## config.mk

```make
export PLATFORM = sky130hd
export DESIGN_NAME = dmem_interconnect
export DESIGN_NICKNAME = d
export VERILOG_FILES = /design/src/source/dmem_bus_pkg.sv /design/src/source/dmem_map_pkg.sv /design/src/source/dmem_interconnect.sv
export SDC_FILE = /design/constraint.sdc
export NUM_CORES = 1
export LEC_CHECK = 0
export ABC_AREA = 0
export BUFFER_PORTS_ARGS = -buffer_cell sky130_fd_sc_hd__clkbuf_2
export CAP_MARGIN = 15
export CORE_AREA = 2 2 109 111
export DETAILED_ROUTE_END_ITERATION = 10
export DIE_AREA = 0 0 111 113
export GPL_TIMING_DRIVEN = 0
export PLACE_DENSITY_LB_ADDON = 0.15
export REMOVE_ABC_BUFFERS = 1
export SETUP_SLACK_MARGIN = 0.3
export SYNTH_ARGS = -nofsm -noshare
export SYNTH_HDL_FRONTEND = slang
export SYNTH_SLANG_ARGS = --single-unit
```

## constraint.sdc

```tcl
create_clock -name clk -period 6.96 [get_ports clk]
set_input_delay 1.392 -clock clk [delete_from_list [all_inputs] [get_ports clk]]
set_output_delay 1.392 -clock clk [all_outputs]
set_load 0.02 [all_outputs]
```

## src/source/dmem_bus_pkg.sv

```systemverilog
`default_nettype none

// Shared Wishbone classic bus parameters
package dmem_bus_pkg;

	// Data path width
	localparam int unsigned data_w = 32;

	// One select per byte lane
	localparam int unsigned sel_w = data_w / 8;

	// Word address width
	// 0x000-0x3FF for RAM space, 0x400 and up for I/O
	localparam int unsigned adr_w = 11;

	// Bus masters sharing the memory
	// Core load/store port and protocol controller bridge
	typedef enum logic {
		mst_core,
		mst_con
	} master_t;

endpackage

`default_nettype wire

```

## src/source/dmem_map_pkg.sv

```systemverilog
`default_nettype none

// Address map of the data-memory subsystem
// All addresses are word addresses on the shared bus
package dmem_map_pkg;

	// RAM occupies word addresses 0x000 up to ram_words-1
	// 512 words covers 0x000 to 0x1FF
	localparam int unsigned ram_words_default = 512;

	// Memory-mapped I/O words
	// Button capture register, read only
	localparam logic [10:0] adr_btn = 11'h400;

	// Switch capture register, read only
	localparam logic [10:0] adr_sw = 11'h401;

	// LED register, byte writable
	localparam logic [10:0] adr_led = 11'h402;

	// Decoded target of a bus address
	// Anything outside RAM and the three I/O words maps to none
	typedef enum logic [1:0] {
		tgt_none,
		tgt_ram,
		tgt_io
	} target_t;

endpackage

`default_nettype wire

```

## src/source/dmem_interconnect.sv

```systemverilog
`timescale 1ns/10ps
`default_nettype none

module dmem_interconnect #(
	parameter int unsigned ram_words = dmem_map_pkg::ram_words_default
) (
	input  wire logic                                clk,
	input  wire logic                                nrst,

	// Core master
	input  wire logic                                core_cyc,
	input  wire logic                                core_stb,
	input  wire logic                                core_we,
	input  wire logic [dmem_bus_pkg::adr_w-1:0]      core_adr,
	input  wire logic [dmem_bus_pkg::sel_w-1:0]      core_sel,
	input  wire logic [dmem_bus_pkg::data_w-1:0]     core_dat_w,
	output logic      [dmem_bus_pkg::data_w-1:0]     core_dat_r,
	output logic                                     core_ack,

	// Protocol controller master
	input  wire logic                                con_cyc,
	input  wire logic                                con_stb,
	input  wire logic                                con_we,
	input  wire logic [dmem_bus_pkg::adr_w-1:0]      con_adr,
	input  wire logic [dmem_bus_pkg::sel_w-1:0]      con_sel,
	input  wire logic [dmem_bus_pkg::data_w-1:0]     con_dat_w,
	output logic      [dmem_bus_pkg::data_w-1:0]     con_dat_r,
	output logic                                     con_ack,

	// Shared target side
	output logic                                     ram_stb,
	output logic                                     io_stb,
	output logic                                     tgt_we,
	output logic      [dmem_bus_pkg::adr_w-1:0]      tgt_adr,
	output logic      [dmem_bus_pkg::sel_w-1:0]      tgt_sel,
	output logic      [dmem_bus_pkg::data_w-1:0]     tgt_dat_w,
	input  wire logic [dmem_bus_pkg::data_w-1:0]     ram_dat_r,
	input  wire logic                                ram_ack,
	input  wire logic [dmem_bus_pkg::data_w-1:0]     io_dat_r,
	input  wire logic                                io_ack
);

	logic                              core_req;
	logic                              con_req;
	// Registered grant, valid while the owner holds cyc
	logic                              gnt_valid;
	dmem_bus_pkg::master_t             gnt_owner;
	dmem_bus_pkg::master_t             last_served;
	dmem_bus_pkg::master_t             cur;
	logic                              owner_cyc;
	logic                              locked;
	logic                              busy;
	logic                              gnt_core;
	logic                              gnt_con;
	logic                              cur_stb;
	dmem_map_pkg::target_t             tgt;
	logic                              none_ack;
	logic                              rsp_ack;
	logic [dmem_bus_pkg::data_w-1:0]   rsp_dat;

	assign core_req = core_cyc && core_stb;
	assign con_req  = con_cyc && con_stb;

	// Lock drops as soon as the owner releases cyc
	assign owner_cyc = (gnt_owner == dmem_bus_pkg::mst_core) ? core_cyc : con_cyc;
	assign locked    = gnt_valid && owner_cyc;
	assign busy      = locked || core_req || con_req;

	// Master selection, round robin on contention
	always_comb begin
		if (locked) begin
			cur = gnt_owner;
		end else if (core_req && con_req) begin
			cur = (last_served == dmem_bus_pkg::mst_core) ?
				dmem_bus_pkg::mst_con : dmem_bus_pkg::mst_core;
		end else if (con_req) begin
			cur = dmem_bus_pkg::mst_con;
		end else begin
			cur = dmem_bus_pkg::mst_core;
		end
	end

	assign gnt_core = busy && (cur == dmem_bus_pkg::mst_core);
	assign gnt_con  = busy && (cur == dmem_bus_pkg::mst_con);

	// Forward granted master to the target side
	assign tgt_we    = gnt_con ? con_we    : core_we;
	assign tgt_adr   = gnt_con ? con_adr   : core_adr;
	assign tgt_sel   = gnt_con ? con_sel   : core_sel;
	assign tgt_dat_w = gnt_con ? con_dat_w : core_dat_w;
	assign cur_stb   = (gnt_core && core_stb) || (gnt_con && con_stb);

	// Address decode
	always_comb begin
		if (tgt_adr < ram_words) begin
			tgt = dmem_map_pkg::tgt_ram;
		end else if (tgt_adr == dmem_map_pkg::adr_btn || tgt_adr == dmem_map_pkg::adr_sw ||
				tgt_adr == dmem_map_pkg::adr_led) begin
			tgt = dmem_map_pkg::tgt_io;
		end else begin
			tgt = dmem_map_pkg::tgt_none;
		end
	end

	assign ram_stb = cur_stb && (tgt == dmem_map_pkg::tgt_ram);
	assign io_stb  = cur_stb && (tgt == dmem_map_pkg::tgt_io);

	// Response from the decoded target
	always_comb begin
		case (tgt)
			dmem_map_pkg::tgt_ram: begin
				rsp_ack = ram_ack;
				rsp_dat = ram_dat_r;
			end
			dmem_map_pkg::tgt_io: begin
				rsp_ack = io_ack;
				rsp_dat = io_dat_r;
			end
			default: begin
				rsp_ack = none_ack;
				rsp_dat = '0;
			end
		endcase
	end

	// Only the granted master sees the response
	assign core_ack   = gnt_core && rsp_ack;
	assign con_ack    = gnt_con && rsp_ack;
	assign core_dat_r = gnt_core ? rsp_dat : '0;
	assign con_dat_r  = gnt_con ? rsp_dat : '0;

	always_ff @(posedge clk) begin
		if (!nrst) begin
			gnt_valid   <= 1'b0;
			gnt_owner   <= dmem_bus_pkg::mst_core;
			last_served <= dmem_bus_pkg::mst_con;
			none_ack    <= 1'b0;
		end else begin
			gnt_valid <= busy;
			gnt_owner <= cur;
			// New grant taken, remember who got it
			if (busy && !locked) begin
				last_served <= cur;
			end
			// Unmapped access, single zero-data ack
			none_ack <= cur_stb && (tgt == dmem_map_pkg::tgt_none) && !none_ack;
		end
	end

	// Other master never granted while the owner keeps cyc
	assert property (@(posedge clk) disable iff (!nrst) gnt_core ##1 core_cyc |-> !gnt_con);
	assert property (@(posedge clk) disable iff (!nrst) gnt_con ##1 con_cyc |-> !gnt_core);
	assert property (@(posedge clk) disable iff (!nrst) core_ack |-> core_cyc);
	assert property (@(posedge clk) disable iff (!nrst) con_ack |-> con_cyc);

endmodule

`default_nettype wire

```

# [After elaboration in Yosys (flattened, before gate mapping)]
# Cells that the tools add are included.
[totals] latchBits=0 out_inout_bits=116 mem_bits_ro=0 memories=0 ram_bits=0 ff_bits=4 elab_cells=49 in_bits=168
[op_classes] n_reduce_logical=23 n_addsub=0 n_div=0 n_lt_le_gt_ge=1 n_shift=0 bitwise_logic=1 eq_ne=5 n_mul=0 mux=15
[ops] op="32-bit two-way mux" count=3
[ops] op="32-bit case mux with 2 select lines" count=1
[ops] op="11-bit equality test (second input constant)" count=3
[ops] op="1-bit logical AND" count=15
[ops] op="11-bit by 10-bit < comparator with 1-bit output (second input constant)" count=1
[ops] op="11-bit two-way mux" count=1
[ops] op="1-bit two-way mux" count=6
[ops] op="1-bit logical OR" count=5
[ops] op="2-bit two-way mux" count=2
[ops] op="4-bit two-way mux" count=1
[ops] op="2-bit by 1-bit equality test with 1-bit output (second input constant)" count=1
[ops] op="2-bit equality test (second input constant)" count=1
[ops] op="1-bit zero test" count=2
[ops] op="2-bit zero test" count=1
[ops] op="1-bit case mux with 2 select lines" count=1
[ops] op="1-bit NOT" count=1

# [Logic depth before layout (Yosys ltp)]
[logic_depth] depth_word=14 mapped_depth=7 depth_no_buf=5

# [Least setup slack after synthesis]
# OpenSTA, ideal clock, no wires.
[synth_timing] path_kind="input -> output" start="in con_cyc" end="out con_ack" n_path_buf=2 arrival_time_ns=2.978 t_required_ns=5.568 path_slack_ns=2.590 cell_stages=6 path_cell_list="and3_1 -> a41oi_2 -> buf_2 -> buf_2 -> nor3_1 -> nor4_1"
[synth_between] elab_chain_len=14 elab_cells_between_ends=23 classes_between="order compare: 1; eq/ne: 5; mux: 8; reduce/logical: 9"
[synth_lines] item="from (decl)" line_no="dmem_interconnect.sv:21" text="input wire logic con_cyc,"
[synth_lines] item="1-bit logical AND / 1-bit two-way mux (equally long branches)" line_no="dmem_interconnect.sv:62, dmem_interconnect.sv:65"
[synth_lines] item="1-bit two-way mux (tied with other cells)" line_no="dmem_interconnect.sv:76" text="end else if (con_req) begin"
[synth_lines] item="1-bit two-way mux / 1-bit logical OR (equally long branches)" line_no="dmem_interconnect.sv:73, dmem_interconnect.sv:67"
[synth_lines] item="1-bit two-way mux / 1-bit logical OR (equally long branches)" line_no="dmem_interconnect.sv:71, dmem_interconnect.sv:67"
[synth_lines] item="1-bit logical AND *" line_no="dmem_interconnect.sv:84" text="assign gnt_con = busy && (cur == dmem_bus_pkg::mst_con);"
[synth_lines] item="parallel branches: the longest is 8 deep, another holds 11-bit by 10-bit < comparator with 1-bit output"
[synth_lines] item="1-bit logical AND *" line_no="dmem_interconnect.sv:128" text="assign con_ack = gnt_con && rsp_ack;"
[synth_lines] item="to (decl)" line_no="dmem_interconnect.sv:28" text="output logic con_ack,"
# Mark *: on every way between the ends.

# [Worst setup path after layout]
[layout_timing] start="in core_cyc" end="out con_ack"
[layout_between] elab_chain_len=14 elab_cells_between_ends=22 classes_between="order compare: 1; eq/ne: 5; mux: 7; reduce/logical: 9"
[layout_lines] item="from (decl)" line_no="dmem_interconnect.sv:11" text="input wire logic core_cyc,"
[layout_lines] item="1-bit logical AND / 1-bit two-way mux (equally long branches)" line_no="dmem_interconnect.sv:61, dmem_interconnect.sv:65"
[layout_lines] item="1-bit logical AND (on tied branches)" line_no="dmem_interconnect.sv:73, dmem_interconnect.sv:66"
[layout_lines] item="1-bit two-way mux / 1-bit logical OR (equally long branches)" line_no="dmem_interconnect.sv:73, dmem_interconnect.sv:67"
[layout_lines] item="1-bit two-way mux / 1-bit logical OR (equally long branches)" line_no="dmem_interconnect.sv:71, dmem_interconnect.sv:67"
[layout_lines] item="1-bit logical AND *" line_no="dmem_interconnect.sv:84"
[layout_lines] item="parallel branches: the longest is 8 deep, another holds 11-bit by 10-bit < comparator with 1-bit output"
[layout_lines] item="1-bit logical AND *" line_no="dmem_interconnect.sv:128"
# Marks and branches as above.

==> run metrics <==
CTS Hold Bufs 0; Final Cycle Share 0.807; Crit. End Element output pin; average cell area after synthesis 7.97 µm²; pwr dens 98.5 nW/µm²; Worst R2R Path Depth 8; Sequential Area 80.1 µm²; Area after DPL 3330 µm²; Final ANT Viol Nets 0; dpl ws 1.31 ns; Max Clock Skew 0.00238 ns; Via density 4.63; cell area after synthesis 1690 µm²; Ports ~280; CTS tree yes; Num CTS Buffers 3; Max Cap Viol 0; WS Path Type in -> out; Die Area 12500 µm²; Seq cells post-synth 4; Post-synth EDFFs 0; R2R setup slack 4.16 ns; critical hold path startpoint last_served; Hold Crit Class reg -> reg; Top FF cell, synth dfxtp_1; PnR worst setup slack 1.35 ns; measured slew at the worst slew-check pin 0.848 ns; clock sink count 4; maximum VDD drop 0.0711 mV; Critical path origin core_cyc; largest fanout on the critical path 22; worst path arrival time 4.22 ns; Final #Nets 653; first-pass GRT wire length roughly 15000 µm; Chip Width between 100 and 150 µm; relative max-transition margin 0.433; H-tree depth 1; RePlAce Congestion around 0.81; Fillers 1267; Min Clock Period, post-route 5.61 ns; FP Rows 39; multi-input logic area 1520 µm²; Leak 1.82 nW; DR WL/cell about 16 µm; DR DRC count 0; IO buf count 283; Syn. warnings 0; crit start category input pin; max-slew violations 0; asr flop ratio synth 0; grt ovf 0; final wirelength 10100 µm; initial antenna violation count 0; r2r endpoint none_ack; core area 11300 µm²; Final setup violation count 0; Synth-to-Final Area Change 101%; clock buffer depth 2; RSZ-0062 raised after global routing no; fin area 3400 µm²; Die Ht 113 µm; r2r startpoint gnt_owner; WHS Path Cells 2; status finished, final reports clean; post-synth cell types 35; hold-critical path endpoint last_served; Cells after DPL roughly 620; via count 2898; Starting Density 0.150; Fin. Hold Viols 0; Worst Path Required about 5.6 ns; largest net degree at the start of global routing 36; DP HPWL 8760 µm; worst-skew pair later-pin latency 0.22 ns; GRT Total Usage 0.151; Iter 0 DRT Violations around 140; Peak Freq 0.178 GHz; non-filler cells, final 626; cts repair resizes 0; vias in the first global route 2814; clk root buf clkbuf_16; sequential element share of the synthesized area 0.0474; post-CTS setup buffer count 0; Diodes inserted 0; First-pass DRT Iterations 4; share of layout cells above drive strength 1 0.731; Cells after Synth 212; CTS clk-pin slew, worst paths roughly 0.03 ns
## cell usage after synthesis, types with 2 or more instances
cell / instances / area, µm²
nor2_1: 29 / 109
clkbuf_1: 6 / 22.5
mux2_2: 48 / 541
a22o_1: 32 / 280
a31oi_1: 2 / 12.5
a22oi_1: 33 / 248
dfxtp_1: 4 / 80.1
nor4_1: 2 / 12.5
or3_1: 2 / 12.5
nand2b_1: 2 / 12.5
a21oi_1: 4 / 20.0
buf_6: 3 / 33.8
buf_4: 3 / 22.5
o21ai_0: 2 / 10.0
nor3_1: 3 / 15.0
buf_1: 2 / 7.51
nor2b_1: 3 / 18.8
buf_2: 7 / 35.0
nor2_2: 7 / 43.8
nand2_1: 3 / 11.3
## per-layer routing
layer | up-vias | track usage | routed length (µm)
met2 | 188 | 0.295 | 5260
met1 | 1310 | 0.158 | 3560
li1 | 1387 | - | -
met3 | 13 | 0.0423 | 1020
met4 | 0 | 0.0383 | 278
met5 | - | 0 | 0
## cell usage in the layout, fill, tap and decap left out, drive strengths merged
cell type,count
clkbuf,286
and2,1
o2111ai,1
nand4,1
a31oi,2
and3,1
nor2b,3
a21oi,4
mux2i,1
and4b,1
a22o,32
a41oi,1
nor3,4
nor4,2
nand3,1
inv,1
buf,6
a2111oi,2
nand2b,2
or4,1
dfxtp,4
a22oi,33
o21ai,3
nor2,36
a211oi,1
nand2,3
or3,2
mux2,48
## how the worst max path moves through the flow
stage	endpoint	cells after the start
finish	con_ack	10
floorplan	con_ack	5
detailed placement	con_ack	10
CTS	con_ack	10
global route	con_ack	10
global placement	con_ack	7
## cell type report
class                   instances  area share
clock buffers                   3      0.0221
inverters                       1     0.00110
multi-input cells             186       0.446
flip-flops and latches          4      0.0235
well taps                     143      0.0526
repair buffers                289       0.455
## flip-flops by register name, summed over array words and instances, names as in the netlist
register,cells
gnt_owner,1
gnt_valid,1
last_served,1
none_ack,1
## critical path, cell delays in order
cell and delay (ns):
clkbuf_2 0.11, o21ai_1 0.25, a41oi_4 0.38, buf_16 0.30, buf_16 0.17, nor3_4 0.63, buf_16 0.23, a2111oi_0 0.08
nor4_1 0.37, clkbuf_2 0.26
## where the power goes
part | switching (mW) | internal, mW
sequential | 0.00115 | 0.0246
clock | 0.0153 | 0.0733
combinational | 0.123 | 0.0986
## cells by family (layout without fill, tap and decap cells)
family,count (synthesis),count (layout),share of synthesized area
AOI/OAI and AO/OA,79,79,0.381
and+or+nand+nor,58,58,0.172
muxes,49,49,0.326
buffers and inverters,22,293,0.0740
DFF,4,4,0.0474
## metrics by stage
| stage | total power [mW] | hold slack (ns) | util | TNS (ns) |
|---|---|---|---|---|
| floorplan | 0.135 | 0.492 | - | 0 |
| global placement | 0.239 | 0.527 | 0.281 | -66.48 |
| detailed placement | 0.250 | 0.543 | 0.295 | 0 |
| CTS | 0.341 | 0.561 | 0.302 | 0 |
| global route | 0.357 | 0.627 | 0.302 | 0 |
| finish | 0.336 | 0.555 | 0.302 | 0 |
(Power assumes the default switching activity.)
