### src/source/dmem_bus_pkg.sv
`default_nettype none

// Shared Wishbone classic bus parameters
package dmem_bus_pkg;

	// Data path width
	localparam int unsigned data_w = 32;

	// One select per byte lane
	localparam int unsigned sel_w = data_w / 8;

	// Word address width
	// 0x000-0x3FF for RAM space, 0x400 and up for I/O
	localparam int unsigned adr_w = 11;

	// Bus masters sharing the memory
	// Core load/store port and protocol controller bridge
	typedef enum logic {
		mst_core,
		mst_con
	} master_t;

endpackage

`default_nettype wire

### src/source/dmem_map_pkg.sv
`default_nettype none

// Address map of the data-memory subsystem
// All addresses are word addresses on the shared bus
package dmem_map_pkg;

	// RAM occupies word addresses 0x000 up to ram_words-1
	// 512 words covers 0x000 to 0x1FF
	localparam int unsigned ram_words_default = 512;

	// Memory-mapped I/O words
	// Button capture register, read only
	localparam logic [10:0] adr_btn = 11'h400;

	// Switch capture register, read only
	localparam logic [10:0] adr_sw = 11'h401;

	// LED register, byte writable
	localparam logic [10:0] adr_led = 11'h402;

	// Decoded target of a bus address
	// Anything outside RAM and the three I/O words maps to none
	typedef enum logic [1:0] {
		tgt_none,
		tgt_ram,
		tgt_io
	} target_t;

endpackage

`default_nettype wire

### src/source/dmem_io.sv
`timescale 1ns/10ps
`default_nettype none

module dmem_io #(
	parameter int unsigned btn_w = 4,
	parameter int unsigned sw_w  = 3
) (
	input  wire logic                                clk,
	input  wire logic                                nrst,
	input  wire logic                                stb,
	input  wire logic                                we,
	input  wire logic [dmem_bus_pkg::adr_w-1:0]      adr,
	input  wire logic [dmem_bus_pkg::sel_w-1:0]      sel,
	input  wire logic [dmem_bus_pkg::data_w-1:0]     dat_w,
	input  wire logic [btn_w-1:0]                    btn,
	input  wire logic [sw_w-1:0]                     sw,
	output logic      [dmem_bus_pkg::data_w-1:0]     dat_r,
	output logic                                     ack,
	output logic      [3:0]                          led
);

	// Input capture, zero-extended to bus width
	logic [dmem_bus_pkg::data_w-1:0] btn_q;
	logic [dmem_bus_pkg::data_w-1:0] sw_q;
	logic [dmem_bus_pkg::data_w-1:0] led_q;
	logic                            take;

	assign take = stb && !ack;

	// Board LEDs from the low bits
	assign led = led_q[3:0];

	// Buttons and switches sampled every cycle, no debounce
	always_ff @(posedge clk) begin
		if (!nrst) begin
			btn_q <= '0;
			sw_q  <= '0;
		end else begin
			btn_q <= dmem_bus_pkg::data_w'(btn);
			sw_q  <= dmem_bus_pkg::data_w'(sw);
		end
	end

	// LED register, any mix of byte lanes
	// Writes to btn and sw words fall through here unused
	always_ff @(posedge clk) begin
		if (!nrst) begin
			led_q <= '0;
		end else if (take && we && adr == dmem_map_pkg::adr_led) begin
			for (int i = 0; i < dmem_bus_pkg::sel_w; i++) begin
				if (sel[i]) begin
					led_q[8*i +: 8] <= dat_w[8*i +: 8];
				end
			end
		end
	end

	// Read mux, registered with the ack
	always_ff @(posedge clk) begin
		if (take) begin
			case (adr)
				dmem_map_pkg::adr_btn: dat_r <= btn_q;
				dmem_map_pkg::adr_sw:  dat_r <= sw_q;
				dmem_map_pkg::adr_led: dat_r <= led_q;
				default:               dat_r <= '0;
			endcase
		end
	end

	always_ff @(posedge clk) begin
		if (!nrst) begin
			ack <= 1'b0;
		end else begin
			ack <= take;
		end
	end

endmodule

`default_nettype wire

### config.mk
export PLATFORM = sky130hd
export DESIGN_NAME = dmem_io
export DESIGN_NICKNAME = d
export VERILOG_FILES = /design/src/source/dmem_bus_pkg.sv /design/src/source/dmem_map_pkg.sv /design/src/source/dmem_io.sv
export SDC_FILE = /design/constraint.sdc
export NUM_CORES = 1
export LEC_CHECK = 0
export ABC_AREA = 1
export BUFFER_PORTS_ARGS = -buffer_cell sky130_fd_sc_hd__buf_2
export CORE_ASPECT_RATIO = 0.6
export CORE_MARGIN = 1
export CORE_UTILIZATION = 40
export DETAILED_ROUTE_END_ITERATION = 10
export GPL_TIMING_DRIVEN = 0
export PLACE_DENSITY_LB_ADDON = 0.12
export REMOVE_ABC_BUFFERS = 1
export SYNTH_ARGS = -nofsm -noshare
export SYNTH_HDL_FRONTEND = slang
export SYNTH_SLANG_ARGS = --single-unit
export TNS_END_PERCENT = 100
### constraint.sdc
create_clock -name clk -period 4.3 [get_ports clk]
set_input_delay 0.215 -clock clk [delete_from_list [all_inputs] [get_ports clk]]
set_output_delay 0.215 -clock clk [all_outputs]
set_load 0.05 [all_outputs]
# Word level (Yosys, flattened, before mapping)
# Index checks and enable logic that the tools add are counted.
# op_classes
n_eq_ne,3
reduce_logical,8
mux,1
# op_table
cell,n
32-bit case mux with 3 select lines,1
"11-bit equality test, second input constant",3
2-bit AND reduction,4
1-bit logical AND,3
1-bit logical NOT,1
# totals
output_inout_bits,37
inputBits,58
ff_bits,129
wordCells,22

# Logic depth before layout (Yosys ltp)
# Gate-level depths: netlist of the first run.
# logic_depth
depth_word,5
mapped_depth,8
ltp_nobuf,7

# Worst setup path after synthesis of the first run
# Ideal clock, no wire load.
# synth_path
path_kind,flip-flop to flip-flop
start,reg ack
end,reg dat_r[0] (netlist name) (enable)
period_less_slack_ns,1.708
t_required_ns,3.913
n_path_buf,0
slack_ns,2.592
arrival_time_ns,1.322
path_stages_with_launch,4
setup_ns,0.387
path_cell_list,dfxtp_1 -> inv_1 -> nand2_1 -> inv_1
# synth_between
elab_chain_len,2
# synth_rtl
item,line,text
"start, declared",dmem_io.sv:18,"output logic ack,"
"start signal, assigned",dmem_io.sv:74,ack <= take;
1-bit logical NOT,dmem_io.sv:28,assign take = stb && !ack;
1-bit logical AND,dmem_io.sv:28,
net take,dmem_io.sv:26,logic take;
"end signal, assigned",dmem_io.sv:62,dmem_map_pkg::adr_btn: dat_r <= btn_q;
"end signal, assigned",dmem_io.sv:63,dmem_map_pkg::adr_sw: dat_r <= sw_q;
"end signal, assigned",dmem_io.sv:64,dmem_map_pkg::adr_led: dat_r <= led_q;
"end, declared",dmem_io.sv:17,"output logic [dmem_bus_pkg::data_w-1:0] dat_r,"
# The timed path passes the listed nets, and every way through them passes these cells.
# A chain may end at the register's enable or synchronous reset.

# Worst setup path in the final report of the first run
# layout_path
start,reg ack
end,reg dat_r[3] (netlist name) (enable)
# Same word-level chain as after synthesis.

==> results of run 1 <==
[cell type report]
cell class	instances	area, um2	area share (%)
Sequential cell	72	1760	47.0
Clock buffer	11	233	6.21
Clock inverter	5	58.8	1.57
Timing Repair Buffer	94	470	12.6
Tap cell	104	130	3.47
Multi-Input combinational cell	197	915	24.4
Inverter	48	180	4.81
[logic make-up after synthesis]
| kind of cell | synth area share (%) |
|---|---|
| AOI/OAI and AO/OA | 1.17 |
| buffers and inverters | 10.7 |
| DFF | 58.8 |
| and+or+nand+nor | 29.4 |
[worst max-delay path: stages (launching register included)]
cell and delay, ns:
sky130_fd_sc_hd__dfxtp_1 0.30, sky130_fd_sc_hd__inv_1 0.05, sky130_fd_sc_hd__nand2_1 0.10, sky130_fd_sc_hd__inv_1 0.96
[where the power goes]
part | switching (mW) | leakage (nW) | internal (mW) | total [mW]
combinational | 0.0880 | 1.14 | 0.0313 | 0.119
sequential | 0.00449 | 0.646 | 0.732 | 0.736
clock | 0.268 | 0.136 | 0.449 | 0.717
[flip-flops by register name (all words and copies together), names as in the netlist]
name / flops
dat_r: 32
led_q: 32
btn_q: 4
sw_q: 3
ack: 1
[synthesized netlist by cell type]
master | n | area share [%]
sky130_fd_sc_hd__nor2_1 | 97 | 12
sky130_fd_sc_hd__nand2_1 | 72 | 9.0
sky130_fd_sc_hd__inv_1 | 47 | 5.9
sky130_fd_sc_hd__dfxtp_1 | 40 | 27
sky130_fd_sc_hd__edfxtp_1 | 32 | 32
sky130_fd_sc_hd__buf_6 | 8 | 3.0
sky130_fd_sc_hd__nand4_1 | 7 | 1.5
sky130_fd_sc_hd__nand2_2 | 6 | 1.3
sky130_fd_sc_hd__buf_2 | 4 | 0.67
sky130_fd_sc_hd__buf_4 | 4 | 1.0
sky130_fd_sc_hd__nand4_4 | 4 | 2.8
sky130_fd_sc_hd__nand3_1 | 2 | 0.33
sky130_fd_sc_hd__nor2_8 | 2 | 1.3
sky130_fd_sc_hd__o211ai_2 | 2 | 0.83
sky130_fd_sc_hd__o21ai_0 | 2 | 0.33
sky130_fd_sc_hd__inv_2 | 1 | 0.13
sky130_fd_sc_hd__nand2_4 | 1 | 0.38
sky130_fd_sc_hd__nor2_2 | 1 | 0.21
sky130_fd_sc_hd__nor2_4 | 1 | 0.38
[stage by stage]
stage          utilization (%)  hold WS [ns]  power, mW  instance area [um2]  setup WS [ns]
4_1_cts                   51.6        0.0665       1.60                 3750           2.42
6_report                  51.6        0.0748       1.57                 3750           2.50
2_1_floorplan                -         0.308      0.820                 2860           2.59
3_3_place_gp              47.6         0.401      0.871                 3460           2.44
5_1_grt                   51.6        0.0743       1.63                 3750           2.35
3_5_place_dp              47.6         0.404      0.871                 3460           2.43
[routing by layer]
metal / part of all wire (%) / track usage [%] / wire [um]
met1: 48 / 19.7 / 2720
met2: 45 / 24.9 / 2560
met3: 6.8 / 6.07 / 389
met4: 0.89 / 5.70 / 51
met5: 0 / 0 / 0
[worst max-delay path by stage]
stage,from,endpoint,depth (start not counted)
after detailed placement,ack,dat_r[4],3
final,ack,dat_r[3],3
after global placement,ack,dat_r[0],3
after global routing,ack,dat_r[0],3
after CTS,ack,dat_r[31],3
after floorplan,ack,dat_r[0],3
==> impl_table.tex, run 1 <==
\begin{tabular}{lr}
\hline
Metric & Value \\
\hline
\multicolumn{2}{l}{\textbf{Clocking}} \\
\quad Skew-Pair Late Insertion Delay & 0.33 ns \\
\quad Resized cells post-CTS & 0 \\
\quad Clk slew on worst S/H paths & 0.05 ns \\
\quad Sinks on the clock net & $\sim$70 \\
\quad Clock tree from TritonCTS & built \\
\quad Number of buffers created by CTS & 9 \\
\quad Maximum clock path buffer count & 2 \\
\quad Number of buffers added for setup after CTS & 0 \\
\quad Number of buffers added to fix hold violations after cts & 0 \\
\quad Root Buffer & sky130\_fd\_sc\_hd\_\_clkbuf\_16 \\
\quad CTS HTree Levels & 3 \\
\multicolumn{2}{l}{\textbf{Global routing}} \\
\quad GRT Total Usage & 15.8\% \\
\quad GR Overflow Total & 0 \\
\quad First-pass GRT wire length & 9.44 mm \\
\quad Number of antenna violations at the first check in global routing & 0 \\
\quad Maximum number of pins on one net before global-route repair & 41 \\
\quad Number of global-route vias before repair & 2,074 \\
\multicolumn{2}{l}{\textbf{STA}} \\
\quad Aggregate negative setup slack & 0 ns \\
\quad RSZ-0062 raised after global routing & false \\
\quad Final critical-path required period & 1.80 ns \\
\quad Actual slew at the worst max-slew pin & 1.30 ns \\
\quad Post-route clock period utilization & 42.0\% \\
\quad Final slew viol count & 0 \\
\quad Clock tree skew after final layout & 0.00824 ns \\
\quad Max-slew headroom & around an eighth \\
\quad Max Clock Freq & 554 MHz \\
\quad Final Setup Violations & 0 \\
\quad Number of hold violations in the final report & 0 \\
\multicolumn{2}{l}{\textbf{Layout}} \\
\quad Leading cell types in the layout, fill and taps excluded & sky130\_fd\_sc\_hd\_\_nor2\_1 (97), sky130\_fd\_sc\_hd\_\_buf\_2 (94), sky130\_fd\_sc\_hd\_\_nand2\_1 (72) \\
\quad Filler cell count in the final layout & 693 \\
\quad Final nets & 480 \\
\quad Layout Area Growth over Synthesis & 25.1\% \\
\quad Final std cells w/o fill & 531 \\
\quad Layout cells sized above 1 & 29.5\% \\
\quad Commonest non-fill, non-tap cell in the layout & sky130\_fd\_sc\_hd\_\_nor2\_1 \\
\quad Number of diodes added for antenna fixing & 0 \\
\multicolumn{2}{l}{\textbf{Critical path}} \\
\quad Capturing element type of the critical path & register \\
\quad Data arrival time of the critical path & between 1.5 and 2 ns \\
\quad Terminus of the critical flop-to-flop path & dat\_r[3] \\
\quad Worst Reg-to-Reg Cells & 3 \\
\quad Maximum net fanout on the critical path & 32 \\
\quad Data required time of the critical path & about 4.2 ns \\
\quad Critical path startpoint category & register \\
\quad Flop-to-flop setup slack & 2.50 ns \\
\quad Startpoint of the most critical register-to-register path & ack \\
\quad Type of the setup path with the least slack & register to register \\
\multicolumn{2}{l}{\textbf{Worst hold path}} \\
\quad Hold Path Depth & 3 \\
\quad Hold Path Origin & sw[1] \\
\quad Min-delay worst type & input pin to register \\
\quad Endpoint of the worst hold-timing path & sw\_q[1] \\
\multicolumn{2}{l}{\textbf{Synth}} \\
\quad Count of different cell masters after synthesis & 19 \\
\quad FF+latch count, synth & 72 \\
\quad Cell area after synthesis & around 3000 um2 \\
\quad Sequential share of the synthesized area & 58.8\% \\
\quad Post-Synthesis Cells & 333 \\
\quad Average size of a mapped cell & 9.00 um2 \\
\quad Number of warnings issued by yosys & 0 \\
\multicolumn{2}{l}{\textbf{Detailed routing}} \\
\quad Residual antenna-violating net count after detailed routing & 0 \\
\quad Via density per instance & 4.19 \\
\quad DRC marker count from the first detailed-route iteration & 111 \\
\quad Post-detailed-route DRC marker count & 0 \\
\quad Average detailed-routed wire length per instance & 10.8 um \\
\quad Detailed Routing Iterations Pass 1 & 4 \\
\quad Total detailed-routing wirelength & 5.72 mm \\
\quad Detailed-route via count & 2,226 \\
\multicolumn{2}{l}{\textbf{Placed design}} \\
\quad Cell count after placement & 515 \\
\quad HPWL reported at the end of detailed placement & between 3 and 4 mm \\
\quad Placer's final routability congestion estimate & 0.698 \\
\quad IO buf count & 94 \\
\multicolumn{2}{l}{\textbf{Pwr}} \\
\quad Leakage power summed over all cells & 1.92 nW \\
\quad Pwr per Cell Area & 420 nW/um2 \\
\quad Worst IR drop on VDD & 206 uV \\
\multicolumn{2}{l}{\textbf{Floorplan}} \\
\quad Starting density of the core & 41.2\% \\
\quad Core region area & slightly above 7000 um2 \\
\quad Cell row count & 24 \\
\quad Count of boundary I/O pins & 95 \\
\quad Die H & 69.0 um \\
\quad Die Wd & approximately 110 um \\
\quad Die area & 7850 um2 \\
\multicolumn{2}{l}{\textbf{Status}} \\
\quad Run status & finished, final reports clean \\
\multicolumn{2}{l}{\textbf{Flow run}} \\
\quad Max capacitance violation total & 0 \\
\hline
\end{tabular}
(Power assumes the default switching activity.)
==> inputs of run 2 (changes only) <==
ABC_AREA = 0   (was 1)
clock period = 1.8 ns   (was 4.3 ns; I/O delays follow)
==> run 2 against run 1 <==
  * The flow now finishes with violations (DRC)
  * Combinational power rose to 3.0 times the previous value
  * Power rose to 2.5 times the previous value
  * Design area increased by 8.6%
  * Via count down 6.6%
  * Largest cell class unchanged
==> impl_table.tex, run 2 <==
\begin{tabular}{lr}
\hline
Metric & Value \\
\hline
\multicolumn{2}{l}{\textbf{Detailed routing}} \\
\quad Via density per instance & 4.57 \\
\quad Total detailed-routing wirelength & 6.05 mm \\
\quad Post-detailed-route DRC marker count & 5 \\
\quad Average detailed-routed wire length per instance & 13.3 um \\
\quad Residual antenna-violating net count after detailed routing & 0 \\
\quad Detailed Routing Iterations Pass 1 & 7 \\
\quad DRC marker count from the first detailed-route iteration & between 80 and 90 \\
\quad Detailed-route via count & 2,078 \\
\multicolumn{2}{l}{\textbf{Flow run}} \\
\quad Max capacitance violation total & 0 \\
\multicolumn{2}{l}{\textbf{Placed design}} \\
\quad IO buf count & 94 \\
\quad Cell count after placement & slightly above 400 \\
\quad Placer's final routability congestion estimate & 0.671 \\
\quad HPWL reported at the end of detailed placement & 3.75 mm \\
\quad Setup Slack @ Placement & -0.814 ns \\
\multicolumn{2}{l}{\textbf{Clocking}} \\
\quad Number of buffers created by CTS & 9 \\
\quad Root Buffer & sky130\_fd\_sc\_hd\_\_clkbuf\_16 \\
\quad Sinks on the clock net & 72 \\
\quad Clk slew on worst S/H paths & roughly 0.06 ns \\
\quad Maximum clock path buffer count & 2 \\
\quad Clock tree from TritonCTS & built \\
\quad Skew-Pair Late Insertion Delay & $\sim$0.33 ns \\
\quad CTS HTree Levels & 3 \\
\multicolumn{2}{l}{\textbf{Synth}} \\
\quad Most numerous cell types in the synthesized netlist & sky130\_fd\_sc\_hd\_\_nand2\_1 (64), sky130\_fd\_sc\_hd\_\_dfxtp\_1 (40), sky130\_fd\_sc\_hd\_\_and2\_1 (36) \\
\quad Sequential share of the synthesized area & 61.0\% \\
\quad Proportion of synthesized flip-flops having asynchronous set or reset & 0\% \\
\quad Cell area after synthesis & 2890 um2 \\
\quad Top post-synthesis cells by area & sky130\_fd\_sc\_hd\_\_edfxtp\_1 (33\%), sky130\_fd\_sc\_hd\_\_dfxtp\_1 (28\%), sky130\_fd\_sc\_hd\_\_mux2i\_1 (12\%) \\
\quad FF+latch count, synth & around 70 \\
\quad Count leader, synth & sky130\_fd\_sc\_hd\_\_nand2\_1 \\
\quad Post-Synthesis Cells & 245 \\
\quad Yosys top cell area share & 33.3\% \\
\quad Average size of a mapped cell & approximately 12 um2 \\
\quad Count of different cell masters after synthesis & 18 \\
\quad Post-synth top flop & sky130\_fd\_sc\_hd\_\_dfxtp\_1 \\
\quad Largest area contributor in the synthesized netlist & sky130\_fd\_sc\_hd\_\_edfxtp\_1 \\
\quad Number of enable flip-flop cells after synthesis & 32 \\
\quad Number of warnings issued by yosys & 0 \\
\multicolumn{2}{l}{\textbf{Global routing}} \\
\quad GR Overflow Total & 0 \\
\quad First-pass GRT wire length & 9.37 mm \\
\quad Number of global-route vias before repair & 1,886 \\
\quad GRT Total Usage & around 17\% \\
\quad Maximum number of pins on one net before global-route repair & 73 \\
\quad Number of antenna violations at the first check in global routing & 0 \\
\multicolumn{2}{l}{\textbf{Critical path}} \\
\quad Critical Path, Cell by Cell & buf\_2, or4b\_2, or3\_1, o2bb2ai\_1 \\
\quad Capturing element type of the critical path & register \\
\quad Maximum net fanout on the critical path & 6 \\
\quad Data arrival time of the critical path & 1.73 ns \\
\quad Type of the setup path with the least slack & input pin to register \\
\quad Largest incremental delay on the critical path & 0.86 ns \\
\quad Critical path startpoint category & input pin \\
\quad Slowest stage cell on the critical path & sky130\_fd\_sc\_hd\_\_or4b\_2 \\
\quad Data required time of the critical path & 1.98 ns \\
\multicolumn{2}{l}{\textbf{Layout}} \\
\quad Leading cell types in the layout, fill and taps excluded & sky130\_fd\_sc\_hd\_\_buf\_2 (94), sky130\_fd\_sc\_hd\_\_nand2\_1 (64), sky130\_fd\_sc\_hd\_\_dfxtp\_1 (40) \\
\quad Final std cells w/o fill & 455 \\
\quad Layout cells sized above 1 & 34.0\% \\
\quad Layout Area Growth over Synthesis & 41.0\% \\
\quad Commonest non-fill, non-tap cell in the layout & sky130\_fd\_sc\_hd\_\_buf\_2 \\
\quad Number of diodes added for antenna fixing & 0 \\
\quad Largest regs & dat\_r x32, led\_q x32, btn\_q x4 \\
\quad Final nets & 421 \\
\multicolumn{2}{l}{\textbf{Pwr}} \\
\quad Pwr per Cell Area & 973 nW/um2 \\
\quad Overall power of the completed layout & between 3 and 4 mW \\
\quad Leakage power summed over all cells & 1.71 nW \\
\quad Internal power & 3.10 mW \\
\quad Switching portion of total power & about 22\% \\
\quad Combinational share of power & 8.9\% \\
\quad Sequential group share of total power & 44.4\% \\
\quad Net switching component of the power & 0.866 mW \\
\quad Clock network fraction of total power & a little under half \\
\quad Worst IR drop on VDD & 521 uV \\
\multicolumn{2}{l}{\textbf{Floorplan}} \\
\quad Die area & 7570 um2 \\
\quad Die Wd & 112 um \\
\quad Die H & 67.8 um \\
\quad Cell row count & 23 \\
\quad Count of boundary I/O pins & between 90 and 100 \\
\quad Core region area & 6820 um2 \\
\quad Starting density of the core & 42.3\% \\
\multicolumn{2}{l}{\textbf{STA}} \\
\quad Aggregate negative setup slack & 0 ns \\
\quad Actual slew at the worst max-slew pin & 1.20 ns \\
\quad Max Clock Freq & 647 MHz \\
\quad Final critical-path required period & 1.55 ns \\
\quad RSZ-0062 raised after global routing & false \\
\quad Post-route clock period utilization & 85.9\% \\
\quad Post-route worst setup slack & roughly 0.25 ns \\
\quad Final Setup Violations & 0 \\
\quad Max-slew headroom & 20.0\% \\
\quad Clock tree skew after final layout & 0.00335 ns \\
\quad Number of hold violations in the final report & 0 \\
\quad Final slew viol count & 0 \\
\multicolumn{2}{l}{\textbf{Worst hold path}} \\
\quad Min-delay worst type & input pin to register \\
\multicolumn{2}{l}{\textbf{Status}} \\
\quad Run status & finished, violations left \\
\quad Failing checks & DRC \\
\hline
\end{tabular}
## run 2: cell count changes after synthesis, moves of 6 or more
cell / previous run / this run
sky130_fd_sc_hd__nor2_1: 97 / 0
sky130_fd_sc_hd__inv_1: 47 / 0
sky130_fd_sc_hd__and2_1: 0 / 36
sky130_fd_sc_hd__mux2i_1: 0 / 35
sky130_fd_sc_hd__clkbuf_1: 0 / 11
sky130_fd_sc_hd__nand2_1: 72 / 64
sky130_fd_sc_hd__nand4_1: 7 / 0
sky130_fd_sc_hd__buf_6: 8 / 2
sky130_fd_sc_hd__nand2_2: 6 / 0
## run 2: worst max-delay path: cells and delay by family
kind / cells / cell delay [ns]
simple gates: 2 / 1.37
compound gates: 1 / 0.18
buf+inv: 1 / 0.09
## run 2: routing by layer
metal	global-route usage, %	vias to the layer above	share of wire [%]
li1	-	1060	-
met5	0	-	0
met1	19.1	959	44
met3	7.62	9	6.4
met4	8.61	0	1.7
met2	28.4	50	48
## run 2: what timing repair did
| action | in CTS | in global routing |
|---|---|---|
| setup endpoints to repair | 33 | 17 |
| hold endpoints to repair | 22 | 0 |
| resized for setup | 1 | 0 |
| setup buffers | 3 | 4 |
| hold buffers | 22 | 0 |
| pin swaps | 4 | 4 |
## run 2: power by group through the flow
stage               clock [mW]  sequential, mW  combinational, mW
CTS                       1.88            1.76              0.357
finish                    1.85            1.76              0.354
global placement             0            1.79              0.304
detailed placement           0            1.79              0.319
floorplan                    0            1.91             0.0556
global route              1.95            1.76              0.378
## run 2: through the flow
| stage | cell area, um2 | util [%] | hold slack (ns) |
|---|---|---|---|
| 5_1_grt | 4070 | 59.7 | 0.00967 |
| 3_5_place_dp | 3420 | 50.2 | 0.299 |
| 3_3_place_gp | 3370 | 49.4 | 0.297 |
| 6_report | 4070 | 59.7 | 0.00627 |
| 4_1_cts | 3990 | 58.5 | 0.000717 |
| 2_1_floorplan | 2790 | - | 0.212 |
## run 2: kinds of logic (layout without fill, tap and decap cells)
family | count (synthesis) | in the layout | synth area share (%)
and+or+nand+nor | 116 | 116 | 22.2
DFF | 72 | 72 | 61.0
muxes | 35 | 35 | 12.1
buffers and inverters | 18 | 141 | 3.42
AOI/OAI and AO/OA | 4 | 4 | 1.21
## run 2: cell type report
cell class / instances / area [um2]
clock inverters: 2 / 35.0
repair buffers: 125 / 836
well taps: 87 / 109
flip-flops and latches: 72 / 1760
multi-input cells: 155 / 1050
fillers: 600 / 2750
clock buffers: 14 / 284
## run 2: path summary, 6_finish.rpt
path | start | end | slack (ns) | cells after the start
setup / recovery | adr[6] | dat_r[0] | 0.25 | 4
hold reg to reg | led_q[25] | led_q[25] | 0.45 | 2
setup reg to reg | ack | led_q[22] | 0.34 | 4
hold / removal | dat_w[8] | led_q[8] | 0.006 | 3
==> inputs of run 3 (changes only) <==
HOLD_SLACK_MARGIN = 0.1   (was default)
clock period = 1.6 ns   (was 1.8 ns; I/O delays follow)
==> run 3 against run 2 <==
  * The run still ends with DRC left
  * Wire length is 2.1% higher
  * Global-route usage is 0.46 points higher
  * Count of clock-buffer cells in the layout stayed put
  * Power is 13% higher
  * Non-clock buffer count is 18 higher
  * Worst setup slack worse by 0.19 ns
  * Clock skew is 0.00089 ns higher
  * Final cell count is 4.0% higher
  * Critical path depth stayed put
  * Design area is 4.1% higher
  * Register-to-register slack worse by 0.18 ns
  * Clock power is 12% higher
==> impl_table.tex, run 3 (synthesized netlist as in run 2, its figures left out) <==
\begin{tabular}{lr}
\hline
Metric & Value \\
\hline
\multicolumn{2}{l}{\textbf{Floorplan}} \\
\quad Die Wd & 112 um \\
\quad Count of boundary I/O pins & between 90 and 100 \\
\quad Starting density of the core & 42.3\% \\
\quad Die area & 7570 um2 \\
\quad Cell row count & 23 \\
\quad Core region area & 6820 um2 \\
\quad Die H & 67.8 um \\
\multicolumn{2}{l}{\textbf{STA}} \\
\quad Final slew viol count & 0 \\
\quad Post-route clock period utilization & 95.8\% \\
\quad Max-slew headroom & a little under a fifth \\
\quad Max Clock Freq & 652 MHz \\
\quad Final Setup Violations & 0 \\
\quad Number of hold violations in the final report & 0 \\
\quad RSZ-0062 raised after global routing & false \\
\quad Clock tree skew after final layout & 0.00424 ns \\
\quad Worst hold margin & $\sim$0.23 ns \\
\quad Actual slew at the worst max-slew pin & 1.22 ns \\
\quad Post-route worst setup slack & between 0.06 and 0.07 ns \\
\quad Final critical-path required period & 1.53 ns \\
\multicolumn{2}{l}{\textbf{Detailed routing}} \\
\quad Detailed-route via count & 2,139 \\
\quad Via density per instance & 4.52 \\
\quad Post-detailed-route DRC marker count & 5 \\
\quad Average detailed-routed wire length per instance & 13.0 um \\
\quad DRC marker count from the first detailed-route iteration & a little over 80 \\
\quad Total detailed-routing wirelength & 6.17 mm \\
\quad Detailed Routing Iterations Pass 1 & 7 \\
\quad Residual antenna-violating net count after detailed routing & 0 \\
\multicolumn{2}{l}{\textbf{Clocking}} \\
\quad Skew-Pair Late Insertion Delay & 0.33 ns \\
\quad Clock tree from TritonCTS & built \\
\quad Clk slew on worst S/H paths & 0.05 ns \\
\quad Root Buffer & sky130\_fd\_sc\_hd\_\_clkbuf\_16 \\
\quad CTS HTree Levels & 3 \\
\quad Number of buffers created by CTS & 9 \\
\quad Maximum clock path buffer count & 2 \\
\quad Sinks on the clock net & between 70 and 80 \\
\multicolumn{2}{l}{\textbf{Layout}} \\
\quad Layout cells sized above 1 & 32.6\% \\
\quad Largest regs & dat\_r x32, led\_q x32, btn\_q x4 \\
\quad Area of the multi-input gates & 1050 um2 \\
\quad Reg area & 1760 um2 \\
\quad Layout Area Growth over Synthesis & 46.7\% \\
\quad Commonest non-fill, non-tap cell in the layout & sky130\_fd\_sc\_hd\_\_buf\_2 \\
\quad Area of all placed cells without fillers & 4240 um2 \\
\quad Filler cell count in the final layout & roughly 600 \\
\quad Number of diodes added for antenna fixing & 0 \\
\quad Leading cell types in the layout, fill and taps excluded & sky130\_fd\_sc\_hd\_\_buf\_2 (94), sky130\_fd\_sc\_hd\_\_nand2\_1 (64), sky130\_fd\_sc\_hd\_\_dfxtp\_1 (40) \\
\quad Final nets & 439 \\
\multicolumn{2}{l}{\textbf{Global routing}} \\
\quad GRT Total Usage & 17.5\% \\
\quad Number of global-route vias before repair & 1,964 \\
\quad GR Overflow Total & 0 \\
\quad Number of antenna violations at the first check in global routing & 0 \\
\quad First-pass GRT wire length & just under 10 mm \\
\quad Maximum number of pins on one net before global-route repair & 73 \\
\multicolumn{2}{l}{\textbf{Status}} \\
\quad Failing checks & DRC \\
\quad Run status & finished, violations left \\
\multicolumn{2}{l}{\textbf{Pwr}} \\
\quad Combinational share of power & 9.6\% \\
\quad Worst IR drop on VDD & 585 uV \\
\quad Clock network fraction of total power & 46.3\% \\
\quad Net switching component of the power & 0.976 mW \\
\quad Switching portion of total power & a little over a fifth \\
\quad Sequential group share of total power & 44.1\% \\
\quad Leakage power summed over all cells & 1.79 nW \\
\quad Overall power of the completed layout & 4.49 mW \\
\quad Internal power & between 3 and 4 mW \\
\quad Pwr per Cell Area & 1060 nW/um2 \\
\multicolumn{2}{l}{\textbf{Worst hold path}} \\
\quad Hold Path Depth & 3 \\
\quad Hold Path Origin & adr[0] \\
\quad Min-delay worst type & input pin to register \\
\multicolumn{2}{l}{\textbf{Placed design}} \\
\quad Placer's final routability congestion estimate & 0.671 \\
\quad HPWL reported at the end of detailed placement & 3.75 mm \\
\quad Placed Instance Area & roughly 3400 um2 \\
\quad Setup Slack @ Placement & -1.00 ns \\
\quad IO buf count & 94 \\
\multicolumn{2}{l}{\textbf{Critical path}} \\
\quad Critical path startpoint category & input pin \\
\quad Data required time of the critical path & 1.78 ns \\
\quad Startpoint of the most critical register-to-register path & ack \\
\quad Worst Reg-to-Reg Cells & 4 \\
\quad Maximum net fanout on the critical path & 6 \\
\quad Data arrival time of the critical path & 1.71 ns \\
\quad Type of the setup path with the least slack & input pin to register \\
\quad Beginning of the critical path & adr[6] \\
\quad Capturing element type of the critical path & register \\
\multicolumn{2}{l}{\textbf{Flow run}} \\
\quad Max capacitance violation total & 0 \\
\hline
\end{tabular}
run 3: path summary, 6_finish.rpt:
path | slack (ns) | to
setup / recovery | 0.07 | dat_r[0]
hold / removal | 0.23 | dat_r[1]
setup reg to reg | 0.16 | led_q[22]
hold reg to reg | 0.45 | led_q[31]
run 3: power by group through the flow:
stage / Sequential (mW) / Clock (mW) / Combinational [mW]
after global placement: 2.02 / 0 / 0.342
final: 1.98 / 2.08 / 0.430
after floorplan: 2.15 / 0 / 0.0626
after global routing: 1.98 / 2.19 / 0.461
after CTS: 1.98 / 2.12 / 0.433
after detailed placement: 2.02 / 0 / 0.358
run 3: metrics by stage:
| step | utilization [%] | setup TNS (ns) | instances |
|---|---|---|---|
| final | 62.1 | 0 | 473 |
| after floorplan | - | -60.53 | 227 |
| after global placement | 49.4 | -139.78 | 408 |
| after global routing | 62.1 | 0 | 473 |
| after CTS | 62.1 | 0 | 473 |
| after detailed placement | 50.2 | -45.29 | 410 |
run 3: what timing repair did:
item / in CTS / in global routing
setup buffers: 8 / 0
endpoints found under the hold margin: 39 / 0
setup endpoints to repair: 64 / 0
hold buffers: 39 / 0
resized for setup: 1 / 0
run 3: cell type report:
cell class,instances,share of cell area (%)
Timing Repair Buffer,143,23.6
Clock inverter,2,0.827
Sequential cell,72,41.6
Tap cell,87,2.57
Clock buffer,14,6.70
Multi-Input combinational cell,155,24.7
run 3: critical path, stage by stage:
cell and delay [ns]:
sky130_fd_sc_hd__buf_2 0.09, sky130_fd_sc_hd__or4b_2 0.86, sky130_fd_sc_hd__or3_1 0.51, sky130_fd_sc_hd__o2bb2ai_1 0.18
run 3: layer usage:
layer	routed length, um	global-route usage [%]	up-vias
li1	-	-	1098
met5	0	0	-
met2	2960	29.6	51
met4	103	8.61	0
met3	370	7.26	9
met1	2740	19.8	981
